File: config.mk
export PLATFORM = sky130hd
export DESIGN_NAME = lsu_flat
export DESIGN_NICKNAME = d
export VERILOG_FILES = /design/src/hw/riscv_pkg.sv /design/src/hw/obi_intf.sv /design/src/hw/lsu.sv /design/src/hw/lsu_align.sv /design/src/flat_wrapper.sv
export SDC_FILE = /design/constraint.sdc
export NUM_CORES = 1
export LEC_CHECK = 0
export ABC_AREA = 0
export ABC_CLOCK_PERIOD_IN_PS = 2370
export BUFFER_PORTS_ARGS = -buffer_cell sky130_fd_sc_hd__buf_2
export CAP_MARGIN = 20
export CORE_MARGIN = 1
export CORE_UTILIZATION = 39
export CTS_BUF_LIST = sky130_fd_sc_hd__clkbuf_16
export CTS_CLUSTER_DIAMETER = 200
export DETAILED_ROUTE_END_ITERATION = 10
export GPL_TIMING_DRIVEN = 0
export PLACE_DENSITY = 0.78
export SLEW_MARGIN = 5
export SYNTH_ARGS = -nofsm -noshare
export SYNTH_HDL_FRONTEND = slang
export SYNTH_SLANG_ARGS = --single-unit
File: constraint.sdc
create_clock -name CLK -period 2.37 [get_ports CLK]
set_clock_uncertainty 0.2 [all_clocks]
set_input_delay 0.3555 -clock CLK [delete_from_list [all_inputs] [get_ports CLK]]
set_output_delay 0.3555 -clock CLK [all_outputs]
set_load 0.03 [all_outputs]
File: src/hw/riscv_pkg.sv
package riscv_pkg;

    // Data and address width
    localparam int XLEN = 32;

    // Data RAM geometry
    localparam int RAM_WORDS = 256;
    localparam int RAM_AW    = $clog2(RAM_WORDS); // Word index bits, from addr[2] up

    // Wait timer width, must hold the larger of the two waits
    localparam int WAIT_W = 2;

    // RAM wait states, the request cycle counts as the first grant wait
    localparam logic [WAIT_W-1:0] RAM_GNT_WAIT    = 2'd2;
    localparam logic [WAIT_W-1:0] RAM_RVALID_WAIT = 2'd1;

    typedef enum logic [1:0] {
        BYTE = 2'b00,
        HALF = 2'b01,
        WORD = 2'b10
    } mem_size_e;

    typedef enum logic [1:0] {
        WAIT_REQ   = 2'b00,
        WAIT_GNT   = 2'b01,
        WAIT_VALID = 2'b10
    } lsu_state_e;

    // One bus word, seen whole or as byte lanes
    typedef union packed {
        logic [XLEN-1:0]      word;
        logic [3:0][7:0]      bytes; // bytes[0] is the lane at addr_lo == 0
    } lsu_word_u;

endpackage

File: src/hw/obi_intf.sv
`timescale 1ns/1ps

interface obi_intf;

    // Address phase
    logic                       req;
    logic                       gnt;
    logic [riscv_pkg::XLEN-1:0] addr;
    logic                       we;
    logic [3:0]                 be;
    logic [riscv_pkg::XLEN-1:0] wdata;

    // Response phase
    logic                       rvalid;
    logic [riscv_pkg::XLEN-1:0] rdata;

    modport to_mem (
        output req,
        output addr,
        output we,
        output be,
        output wdata,
        input  gnt,
        input  rvalid,
        input  rdata
    );

    modport mem (
        input  req,
        input  addr,
        input  we,
        input  be,
        input  wdata,
        output gnt,
        output rvalid,
        output rdata
    );

endinterface

File: src/hw/lsu.sv
`timescale 1ns/1ps

module lsu (
    input  logic                       CLK,
    input  logic                       RSTn,

    // Core side
    input  logic                       mem_req,
    input  logic                       mem_we,
    input  riscv_pkg::mem_size_e       mem_size,
    input  logic                       mem_unsigned,
    input  logic [riscv_pkg::XLEN-1:0] mem_addr,
    input  logic [riscv_pkg::XLEN-1:0] mem_wdata,
    output logic                       busy,
    output logic [riscv_pkg::XLEN-1:0] mem_rdata,

    // Data bus
    obi_intf.to_mem                    bus
);

    riscv_pkg::lsu_state_e     state_q;
    riscv_pkg::lsu_state_e     state_d;

    // Access attributes taken at the grant edge
    riscv_pkg::mem_size_e      size_q;
    logic                      unsigned_q;
    logic                      we_q;
    logic [1:0]                addr_lo_q;

    riscv_pkg::mem_size_e      align_size;
    logic [1:0]                align_addr_lo;
    riscv_pkg::lsu_word_u      st_lane;
    logic [3:0]                st_be;
    logic [riscv_pkg::XLEN-1:0] ld_data;
    logic [riscv_pkg::XLEN-1:0] rdata_q;

    always_ff @(posedge CLK) begin
        if (!RSTn) begin
            state_q <= riscv_pkg::WAIT_REQ;
        end else begin
            state_q <= state_d;
        end
    end

    always_comb begin : fsm
        state_d  = state_q;
        bus.req  = 1'b0;
        busy     = 1'b0;
        case (state_q)
            riscv_pkg::WAIT_REQ: begin
                if (mem_req) begin
                    bus.req = 1'b1;
                    busy    = 1'b1;
                    state_d = bus.gnt ? riscv_pkg::WAIT_VALID : riscv_pkg::WAIT_GNT;
                end
            end
            riscv_pkg::WAIT_GNT: begin
                bus.req = 1'b1;
                busy    = 1'b1;
                if (bus.gnt) begin
                    state_d = riscv_pkg::WAIT_VALID;
                end
            end
            riscv_pkg::WAIT_VALID: begin
                busy = !bus.rvalid; // Drops in the response cycle
                if (bus.rvalid) begin
                    state_d = riscv_pkg::WAIT_REQ;
                end
            end
            default: begin
                state_d = riscv_pkg::WAIT_REQ;
            end
        endcase
    end

    always_ff @(posedge CLK) begin
        if (bus.req && bus.gnt) begin
            size_q     <= mem_size;
            unsigned_q <= mem_unsigned;
            we_q       <= mem_we;
            addr_lo_q  <= mem_addr[1:0];
        end
    end

    // Store path runs before grant, load path only after it
    assign align_size    = (state_q == riscv_pkg::WAIT_VALID) ? size_q : mem_size;
    assign align_addr_lo = (state_q == riscv_pkg::WAIT_VALID) ? addr_lo_q : mem_addr[1:0];

    lsu_align align_i (
        .size        (align_size),
        .unsigned_ld (unsigned_q),
        .addr_lo     (align_addr_lo),
        .st_data     (mem_wdata),
        .be          (st_be),
        .st_lane     (st_lane),
        .ld_word     (bus.rdata),
        .ld_data     (ld_data)
    );

    assign bus.addr  = mem_addr;
    assign bus.we    = mem_we;
    assign bus.be    = st_be;
    assign bus.wdata = st_lane.word;

    // Last load result
    always_ff @(posedge CLK) begin
        if (!RSTn) begin
            rdata_q <= '0;
        end else if (bus.rvalid && !we_q) begin
            rdata_q <= ld_data;
        end
    end

    assign mem_rdata = (bus.rvalid && !we_q) ? ld_data : rdata_q;

endmodule

File: src/hw/lsu_align.sv
`timescale 1ns/1ps

module lsu_align (
    input  riscv_pkg::mem_size_e       size,
    input  logic                       unsigned_ld,
    input  logic [1:0]                 addr_lo,

    // Store side
    input  logic [riscv_pkg::XLEN-1:0] st_data,
    output logic [3:0]                 be,
    output riscv_pkg::lsu_word_u       st_lane,

    // Load side
    input  riscv_pkg::lsu_word_u       ld_word,
    output logic [riscv_pkg::XLEN-1:0] ld_data
);

    logic [7:0]  ld_byte;
    logic [15:0] ld_half;

    always_comb begin : store_lanes
        case (size)
            riscv_pkg::BYTE: begin
                st_lane.word = riscv_pkg::XLEN'(st_data[7:0]) << {addr_lo, 3'b000};
                be           = 4'b0001 << addr_lo;
            end
            riscv_pkg::HALF: begin
                // Halfwords sit in lanes 1:0 or 3:2
                st_lane.word = riscv_pkg::XLEN'(st_data[15:0]) << {addr_lo[1], 4'b0000};
                be           = addr_lo[1] ? 4'b1100 : 4'b0011;
            end
            default: begin
                st_lane.word = st_data;
                be           = 4'b1111;
            end
        endcase
    end

    always_comb begin : load_lanes
        ld_byte = ld_word.bytes[addr_lo];
        if (addr_lo[1]) begin
            ld_half = {ld_word.bytes[3], ld_word.bytes[2]};
        end else begin
            ld_half = {ld_word.bytes[1], ld_word.bytes[0]};
        end

        case (size)
            riscv_pkg::BYTE: begin
                if (unsigned_ld) begin
                    ld_data = {{(riscv_pkg::XLEN-8){1'b0}}, ld_byte};
                end else begin
                    ld_data = {{(riscv_pkg::XLEN-8){ld_byte[7]}}, ld_byte};
                end
            end
            riscv_pkg::HALF: begin
                if (unsigned_ld) begin
                    ld_data = {{(riscv_pkg::XLEN-16){1'b0}}, ld_half};
                end else begin
                    ld_data = {{(riscv_pkg::XLEN-16){ld_half[15]}}, ld_half};
                end
            end
            default: begin
                ld_data = ld_word.word;
            end
        endcase
    end

endmodule

File: src/flat_wrapper.sv
// flat-port wrapper written by rule: the top's interface ports become plain ports
module lsu_flat 
  (CLK, RSTn, mem_req, mem_we, mem_size, mem_unsigned, mem_addr, mem_wdata, busy, mem_rdata, bus_req, bus_addr, bus_we, bus_be, bus_wdata, bus_gnt, bus_rvalid, bus_rdata);
  obi_intf bus_i ();
  input  logic CLK;
  input  logic RSTn;
  input  logic mem_req;
  input  logic mem_we;
  input  riscv_pkg::mem_size_e mem_size;
  input  logic mem_unsigned;
  input  logic [riscv_pkg::XLEN-1:0] mem_addr;
  input  logic [riscv_pkg::XLEN-1:0] mem_wdata;
  output logic busy;
  output logic [riscv_pkg::XLEN-1:0] mem_rdata;
  output wire logic [$bits(bus_i.req)-1:0] bus_req;
  output wire logic [$bits(bus_i.addr)-1:0] bus_addr;
  output wire logic [$bits(bus_i.we)-1:0] bus_we;
  output wire logic [$bits(bus_i.be)-1:0] bus_be;
  output wire logic [$bits(bus_i.wdata)-1:0] bus_wdata;
  input wire logic [$bits(bus_i.gnt)-1:0] bus_gnt;
  input wire logic [$bits(bus_i.rvalid)-1:0] bus_rvalid;
  input wire logic [$bits(bus_i.rdata)-1:0] bus_rdata;
  assign bus_req = bus_i.req;
  assign bus_addr = bus_i.addr;
  assign bus_we = bus_i.we;
  assign bus_be = bus_i.be;
  assign bus_wdata = bus_i.wdata;
  assign bus_i.gnt = bus_gnt;
  assign bus_i.rvalid = bus_rvalid;
  assign bus_i.rdata = bus_rdata;
  lsu u_core (.CLK(CLK), .RSTn(RSTn), .mem_req(mem_req), .mem_we(mem_we), .mem_size(mem_size), .mem_unsigned(mem_unsigned), .mem_addr(mem_addr), .mem_wdata(mem_wdata), .busy(busy), .mem_rdata(mem_rdata), .bus(bus_i));
endmodule
* Word-level counts from Yosys, hierarchy flattened
Cells that the tools add are included.
** Operators by class
- Bitwise operators :: 0
- Reduce and logical (&&, ||, !) cells :: 7
- Add/sub/neg operators :: 0
- Shift-type cells :: 3
- Equal/unequal tests :: 6
- Multipliers :: 0
- Multiplexer cells :: 20
- Divide/modulo/power cells :: 0
- Magnitude comparators :: 1
** Operators by type and width (count)
- $pmux 32 s2 :: 2
- $mux 32 :: 3
- $shl 16x5->32 :: 1
- $shl 8x5->32 :: 1
- $bmux 8 s2 :: 1
- $mux 16 :: 1
- $mux 2 :: 6
- $mux 8 :: 1
- $pmux 4 s2 :: 1
- $ne 2x2->1 const B :: 3
- $pmux 2 s3 :: 1
- $eq 2x1->1 const B :: 2
- $logic_not 2->1 :: 2
- $mux 4 :: 1
- $shl 1x2->4 const A :: 1
- $lt 2x3->1 const B :: 1
- $pmux 1 s3 :: 1
- $reduce_and 3->1 :: 1
- $eq 2x2->1 const B :: 1
- $logic_and 1x1->1 :: 2
- $logic_not 1->1 :: 2
- $pmux 1 s2 :: 1
- $mux 1 :: 1
** Word-level totals
- Output and inout bits :: 103
- Bits in read-only memories :: 0
- Bits of input ports :: 105
- Logic and storage cells :: 43
- RAM bits :: 0
- Memories kept :: 0
- Flip-flop bits (word level) :: 40
- Latch bits :: 0

* Logic depth before layout (Yosys ltp)
Gate-level depths: netlist (run 1).
- Depth in word-level cells :: 7
- Depth in mapped cells :: 8
- Gate-level depth less buffers :: 5

* Modules after synthesis
From an unflattened synthesis (run 1), not the netlist that was laid out.
** Unflattened totals
- Cells, all modules :: 314
- Area total of the unflattened synthesis :: 3099.2 µm²
** By module, submodules not included
- lsu :: area each 1968.1 µm², cells an instance 157, instances 1, sequential area each 860.8 µm²
- lsu_align :: area each 1131.1 µm², cells an instance 157, instances 1, sequential area each 0.0 µm²

* Worst setup path after synthesis (run 1)
Ideal clock, no wire load.
- Path kind :: flip-flop to output port
- Start :: register u_core.state_q[0]
- End :: output port mem_rdata[30] in the netlist's numbering
- Arrival time :: 2125 ps
- Required time :: 1815 ps
- Setup slack :: -310 ps
- Stages on the path, launching flop included :: 8
- Buffers on the path :: 2
- Cell sequence :: dfxtp_1 nand2b_1 buf_6 mux2_2 mux2_1 nand3_1 buf_2 a31oi_1
** On the way
- Cells in the longest elaborated chain, start to end :: 7
- Elaborated cells on any way between the ends :: 12
- Classes of those cells :: eq/ne (2); mux (9); reduce/logical (1)
** RTL lines
- start: declaration :: line lsu.sv:21 : riscv_pkg::lsu_state_e state_q;
- start signal: assignment :: line lsu.sv:39 : state_q <= riscv_pkg::WAIT_REQ;
- start signal: assignment :: line lsu.sv:41 : state_q <= state_d;
- $eq 2x2->1 (*) :: line lsu.sv:86, lsu.sv:87
- $mux 2 :: line lsu.sv:87 : assign align_addr_lo = (state_q == riscv_pkg::WAIT_VALID) ? addr_lo_q : mem_addr[1:0];
- $bmux 8 s2 :: line lsu_align.sv:40 : ld_byte = ld_word.bytes[addr_lo];
- $mux 8 (implied by the code) :: line lsu_align.sv:40
- $mux 32 :: line lsu_align.sv:49 : if (unsigned_ld) begin
- $pmux 32 s2 (*) :: line lsu_align.sv:47 : case (size)
- $mux 32 (*)
- end: declaration :: line flat_wrapper.sv:14 : output logic [riscv_pkg::XLEN-1:0] mem_rdata;
Every way passes the cells marked *; elsewhere a longest branch is shown, timed or not. The select of a mux whose other input is x is not followed.

* Worst setup path after layout (run 1)
- Start :: register u_core.state_q[0]
- End :: output port mem_rdata[18] in the netlist's numbering
The elaborated chain is that of the path after synthesis.

==> impl_results.md, run 1 <==
- Vias after detailed routing: 4602
- Max incr delay on CP: 430 ps
- Final count of hold timing violations: 0
- Starting Density: 40.7%
- Clk buf depth: 2
- Yosys warnings: 0
- DR iter-0 viols: 431
- Largest family of logic cells by synthesized area: compound AO/OA/AOI/OAI gates
- Hold Crit Depth: 1
- Design Power: 3290 µW
- Min-delay src: mem_unsigned
- GRT overflow: 0
- Adder-cell area share of the yosys netlist: 0%
- Final ANT Viol Nets: 0
- Gpl congestion: 0.938
- Detailed-route wire length per cell: 22.4 µm
- Library cells used by synthesis: 48
- Share of power burned in registers: 23.1%
- Max VDD drop: 357 µV
- TNS Setup: -35060 ps
- Synth Instances: 392
- Die Span X: 92.0 µm
- RSZ-0062 raised after global routing: yes
- H-tree depth: 2
- Met1 Track Usage GR: 38.6%
- Nets@finish: 741
- Most common cell after layout, fill and taps aside: buf_2
- Mux contribution to synthesized area: 5.82%
- R2R Path End: u_core.rdata_q[1]$_SDFF_PN0_
- Worst reg2reg setup slack: -140 ps
- Min Tclk post-route: 2990 ps
- Vias in the first global route: 4480
- Die span in y: 92.0 µm
- Setup-failing EPs final: 95
- Max-slew violations: 0
- Syn-to-layout area delta: 107%
- Worst Setup Start Kind: flip-flop
- Worst R2R Path Depth: 9
- Worst-path cell chain: nand2b_4, buf_12, buf_6, mux2i_4, nor2_2, a221oi_4, buf_4, a31oi_4, buf_6
- Most frequent CP cell: buf_6
- Drt drc: 0
- Fill cell total of the finished layout: 392
- Netlist Area Pre-Place: 3160 µm²
- Fraction of layout cells with a size suffix above 1: 67.5%
- Via density: 6.23
- Slowest-stage cell, CP: a221oi_4
- Internal power: 1920 µW
- Hpwl dp: 9.25 mm
- Met3 Track Usage GR: 7.13%
- GR peak layer: met2
- Post-synthesis xor/xnor area fraction: 0%
- Initial antenna violation count: 0
- Worst-path maximum fanout: 7
- Pin count of the biggest net entering global routing: 15
- Req. time, crit path: 1810 ps
- Fin crit share: 126%
- IO Count: 208
- Util after Layout: 84.3%
- Die area: 8460 µm²
- Maximum clock frequency: 0.334 GHz
- GRT Util Overall: 34.3%
- Hold WC Path Type: in2reg
- Reg-to-Reg Start: u_core.state_q[0]$_SDFFE_PN0P_
- Clock Tree Root: clkbuf_16
- #FFs+latches synth: 40
- First-pass GRT wire length: 22.8 mm
- Status: finished, violations left
- Sw frac: 41.8%
- Combinational Power Share: 55.5%
- Syn_nets: 497
- Highest-count cells in the layout ignoring fill and taps: 112 x buf_2, 90 x buf_6, 69 x buf_4, 35 x nor2_1, 35 x nand2_1
- Placeable Area: 7770 µm²
- Worst Setup Slack, final: -622 ps
- Leakage: 0.00285 µW
- Rows: 32
- Clk slew on worst S/H paths: 60 ps
- Routed wire length: 16.6 mm
- Simple-Gate Fraction of Synth Area: 14.4%
- Failing checks: negative setup slack
- Pwr dens: 502 nW/µm²
- Setup crit end kind: primary output
- Net Sw Power: 1370 µW
- Register Area: 866 µm²
- Slew margin rel.: 47.9%
- Sink Count: 40
- Synth Area in Compound Gates: 37.0%
- Max cap viols: 0
- Drt pass-1 iters: 5
- Worst-Margin Slew: 782 ps
- Hold Path End: u_core.unsigned_q$_DFFE_PP_
- Critical path start-end classification: reg2out
- Clock Latency Late Sink: 290 ps
- Multi-input logic area: 2860 µm²
- Critical Path AT: 2440 ps
- CTS tree: built
- Seq/Total Area, Yosys: 27.2%
- TritonCTS Buffers: 5
- Ant. Diodes: 0
- Avg Synthesized Cell Area: 8.06 µm²
- Global routing usage on met2: 61.1%
- IO buf count: 177
- Clock share of power: 21.4%
[cells by family after synthesis]
logic type / after synthesis
AOI/OAI and AO/OA: 151
DFF: 40
muxes: 15
buffers and inverters: 85
and+or+nand+nor: 101
[per-stage QoR]
step / area (µm²) / instances / hold slack [ps] / setup slack [ps]
after CTS: 6220 / 721 / 41.0 / -542
after floorplan: 3710 / 392 / 225 / -127
after detailed placement: 4730 / 671 / 336 / -563
after global placement: 4730 / 671 / 336 / -532
final: 6550 / 739 / 41.3 / -622
after global routing: 6550 / 739 / 41.7 / -676
[flip-flops by register name, indices dropped and copies added, names as in the netlist]
| register | count |
|---|---|
| u_core.addr_lo_q | 2 |
| u_core.rdata_q | 32 |
| u_core.size_q | 2 |
| u_core.state_q | 2 |
| u_core.unsigned_q | 1 |
| u_core.we_q | 1 |
[worst max-delay path, delay by kind of cell, from the launching register on]
kind	cells	cell delay [ps]
buf+inv	4	700
compound gates	2	540
flops	1	370
mux	1	320
simple gates	2	210
[layout make-up]
type,count,share of cell area [%]
plain buffers,58,8.10
flip-flops and latches,40,13.2
multi-input cells,269,43.7
clock buffers,5,1.91
inverters,23,1.32
repair buffers,239,29.5
well taps,102,1.95
clock inverters,3,0.325
[Yosys cell counts (all sizes together)]
cell / number / area share (%)
nor2b: 1 / 0.20
clkbuf: 10 / 1.2
mux2: 4 / 1.4
o211a: 1 / 0.32
inv: 23 / 2.7
and2: 10 / 2.0
a21oi: 27 / 4.5
a31oi: 17 / 3.4
a311oi: 16 / 4.4
a22oi: 1 / 0.24
a221o: 7 / 2.2
dfxtp: 34 / 22
edfxtp: 6 / 5.7
a222oi: 8 / 2.5
nor2: 39 / 4.6
nand3b: 1 / 0.24
o31a: 1 / 0.28
a221oi: 16 / 5.0
o21ai: 11 / 1.7
o311ai: 2 / 0.79
a211o: 1 / 0.28
and3b: 1 / 0.28
nand2b: 3 / 0.59
mux2i: 11 / 4.4
buf: 52 / 12
o211ai: 2 / 0.63
or2: 2 / 0.40
a211oi: 16 / 3.8
nand3: 2 / 0.32
a31o: 15 / 4.2
a21o: 2 / 0.48
nor3: 3 / 0.63
nand2: 36 / 4.3
nand4b: 1 / 0.28
and4bb: 1 / 0.40
or3: 1 / 0.20
a22o: 8 / 2.2
[layer usage]
| metal | routed length (µm) | share of wire [%] |
|---|---|---|
| met1 | 5780 | 35 |
| met2 | 8520 | 51 |
| met3 | 1420 | 8.6 |
| met5 | 0 | 0 |
| met4 | 842 | 5.1 |
[how the worst max path moves through the flow]
| stage | start | to | slack (ps) | cells after the start |
|---|---|---|---|---|
| 6_report | u_core.state_q[0]$_SDFFE_PN0P_ | mem_rdata[18] | -620 | 9 |
| 5_1_grt | u_core.state_q[0]$_SDFFE_PN0P_ | mem_rdata[16] | -680 | 9 |
| 4_1_cts | u_core.state_q[0]$_SDFFE_PN0P_ | mem_rdata[14] | -540 | 8 |
| 3_5_place_dp | u_core.state_q[0]$_SDFFE_PN0P_ | bus_wdata[16] | -560 | 8 |
| 3_3_place_gp | bus_rvalid | mem_rdata[7] | -530 | 8 |
| 2_1_floorplan | u_core.state_q[0]$_SDFFE_PN0P_ | bus_wdata[20] | -130 | 7 |
[power by group through the flow]
stage | Combinational (µW) | Clock, µW | Sequential (µW)
2_1_floorplan | 913 | 0 | 763
3_3_place_gp | 1240 | 0 | 766
3_5_place_dp | 1250 | 0 | 768
4_1_cts | 1670 | 696 | 755
5_1_grt | 1890 | 728 | 760
6_report | 1830 | 705 | 759
[repair_timing]
item,4_1_cts,5_1_grt
gates resized for setup,240,57
cloned,6,2
setup endpoints to repair,98,98
hold endpoints to repair,0,0
hold buffers,0,0
pin swaps,45,42
setup buffers,38,24
No activity file was read; power rests on OpenSTA's default activity.
==> run 2, diff against run 1 <==
--- a/config.mk
+++ b/config.mk
@@ -14,7 +14,6 @@
 export CTS_BUF_LIST = sky130_fd_sc_hd__clkbuf_16
 export CTS_CLUSTER_DIAMETER = 200
 export DETAILED_ROUTE_END_ITERATION = 10
-export GPL_TIMING_DRIVEN = 0
 export PLACE_DENSITY = 0.78
 export SLEW_MARGIN = 5
 export SYNTH_ARGS = -nofsm -noshare
==> run 2 against run 1 <==
  * The run still ends with negative setup slack left
  * Sequential power shrank 0.5%
  * Critical path depth down 1
  * Utilization is 9.2 points lower
  * Die area did not move
  * Register-to-register slack got worse by 30 ps
  * Combinational power shrank 15%
  * Largest cell class unchanged
==> impl_results.md, run 2 (synthesized netlist as in run 1, its figures left out) <==
- CTS tree: built
- Setup crit end kind: primary output
- IO Count: 208
- Starting Density: 40.7%
- Most common cell after layout, fill and taps aside: buf_2
- Failing checks: negative setup slack
- TritonCTS Buffers: 5
- Rows: 32
- RSZ-0062 raised after global routing: yes
- Fin crit share: 123%
- Sink Count: 40
- Die area: 8460 µm²
- Placeable Area: 7770 µm²
- Worst Setup Start Kind: flip-flop
- Setup-failing EPs final: 85
- Fill cell total of the finished layout: 512
- Hold WC Path Type: in2reg
- Min Tclk post-route: 2920 ps
- First-pass GRT wire length: 19.8 mm
- Initial antenna violation count: 0
- Max-slew violations: 0
- TNS Setup: -30470 ps
- Via density: 6.08
- Pre-CTS setup slack: -496 ps
- Critical path start-end classification: reg2out
- Hpwl dp: 9.03 mm
- Number of flip-flops in the largest register: 32
- Detailed-route wire length per cell: 20.6 µm
- GRT Util Overall: 29.8%
- Critical Path AT: 2360 ps
- Fraction of layout cells with a size suffix above 1: 62.7%
- H-tree depth: 2
- Maximum clock frequency: 0.343 GHz
- Leakage: 0.00250 µW
- Clk slew on worst S/H paths: 60 ps
- Clk buf depth: 2
- DR iter-0 viols: 256
- Clock Latency Late Sink: 280 ps
- Final ANT Viol Nets: 0
- Multi-input logic area: 2630 µm²
- Largest Register: u_core.rdata_q
- Drt drc: 0
- Final hold slack: 44.5 ps
- Die span in y: 92.0 µm
- GRT overflow: 0
- Worst reg2reg setup slack: -170 ps
- IO buf count: 147
- Clock Tree Root: clkbuf_16
- Max VDD drop: 316 µV
- Req. time, crit path: 1810 ps
- Syn-to-layout area delta: 84.6%
- Final count of hold timing violations: 0
- Worst-Margin Slew: 679 ps
- Vias in the first global route: 3949
- Pwr dens: 527 nW/µm²
- Routed wire length: 14.1 mm
- Pin count of the biggest net entering global routing: 47
- Drt pass-1 iters: 5
- Vias after detailed routing: 4156
- Util after Layout: 75.1%
- Die Span X: 92.0 µm
- Worst Setup Slack, final: -547 ps
- Worst-path maximum fanout: 15
- Gpl congestion: 0.853
- Status: finished, violations left
- Highest-count cells in the layout ignoring fill and taps: 92 x buf_2, 81 x buf_4, 59 x buf_6, 36 x nor2_1, 35 x nand2_1
- Ant. Diodes: 0
- Slew margin rel.: 54.5%
- Cts hold-fix bufs: 0
- Register Area: 863 µm²
- Max cap viols: 0
- Nets@finish: 685
[run 2: cell type report]
| type | count | area share, % |
|---|---|---|
| flip-flops and latches | 40 | 14.8 |
| clock buffers | 6 | 2.57 |
| well taps | 102 | 2.19 |
| inverters | 23 | 1.48 |
| clock inverters | 2 | 0.300 |
| multi-input cells | 267 | 45.0 |
| repair buffers | 243 | 33.6 |
[run 2: worst max-delay path: stages (launching register included)]
cell,delay (ps)
dfxtp_2,350
nand2b_4,240
mux2i_4,390
buf_4,210
nand2b_1,60
buf_4,200
a31o_2,290
a31oi_4,180
buf_6,160
[run 2: worst paths after layout]
check,to,cells past startpoint,start
hold / removal,u_core.unsigned_q$_DFFE_PP_,1,mem_unsigned
hold reg to reg,u_core.rdata_q[8]$_SDFF_PN0_,2,u_core.rdata_q[8]$_SDFF_PN0_
setup / recovery,mem_rdata[29],8,u_core.state_q[0]$_SDFFE_PN0P_
setup reg to reg,u_core.rdata_q[23]$_SDFF_PN0_,11,u_core.addr_lo_q[0]$_DFFE_PP_
[run 2: power breakdown]
part	internal (µW)	total (µW)	leakage (µW)	switching, µW
Combinational	666	1560	0.00208	889
Clock	458	761	0.0000822	302
Sequential	735	755	0.000337	20.5
[run 2: per-layer routing]
layer / vias to the layer above / track usage [%] / part of all wire, %
met3: 51 / 4.31 / 6.8
li1: 1845 / - / -
met4: 0 / 10.4 / 3.1
met1: 2028 / 35.1 / 37
met5: - / 0 / 0
met2: 232 / 54.4 / 54
[run 2: per-stage QoR]
stage,cells,power [µW],instance area (µm²)
4_1_cts,669,2930,5480
3_3_place_gp,649,1980,4760
2_1_floorplan,392,1680,3710
6_report,683,3070,5830
5_1_grt,683,3180,5830
3_5_place_dp,649,2000,4760
[run 2: timing repair]
| action | CTS | global route |
|---|---|---|
| resized for setup | 116 | 57 |
| endpoints found under the setup margin | 73 | 87 |
| pin swaps | 21 | 17 |
| buffers inserted | 10 | 16 |
| gates cloned | 2 | 0 |
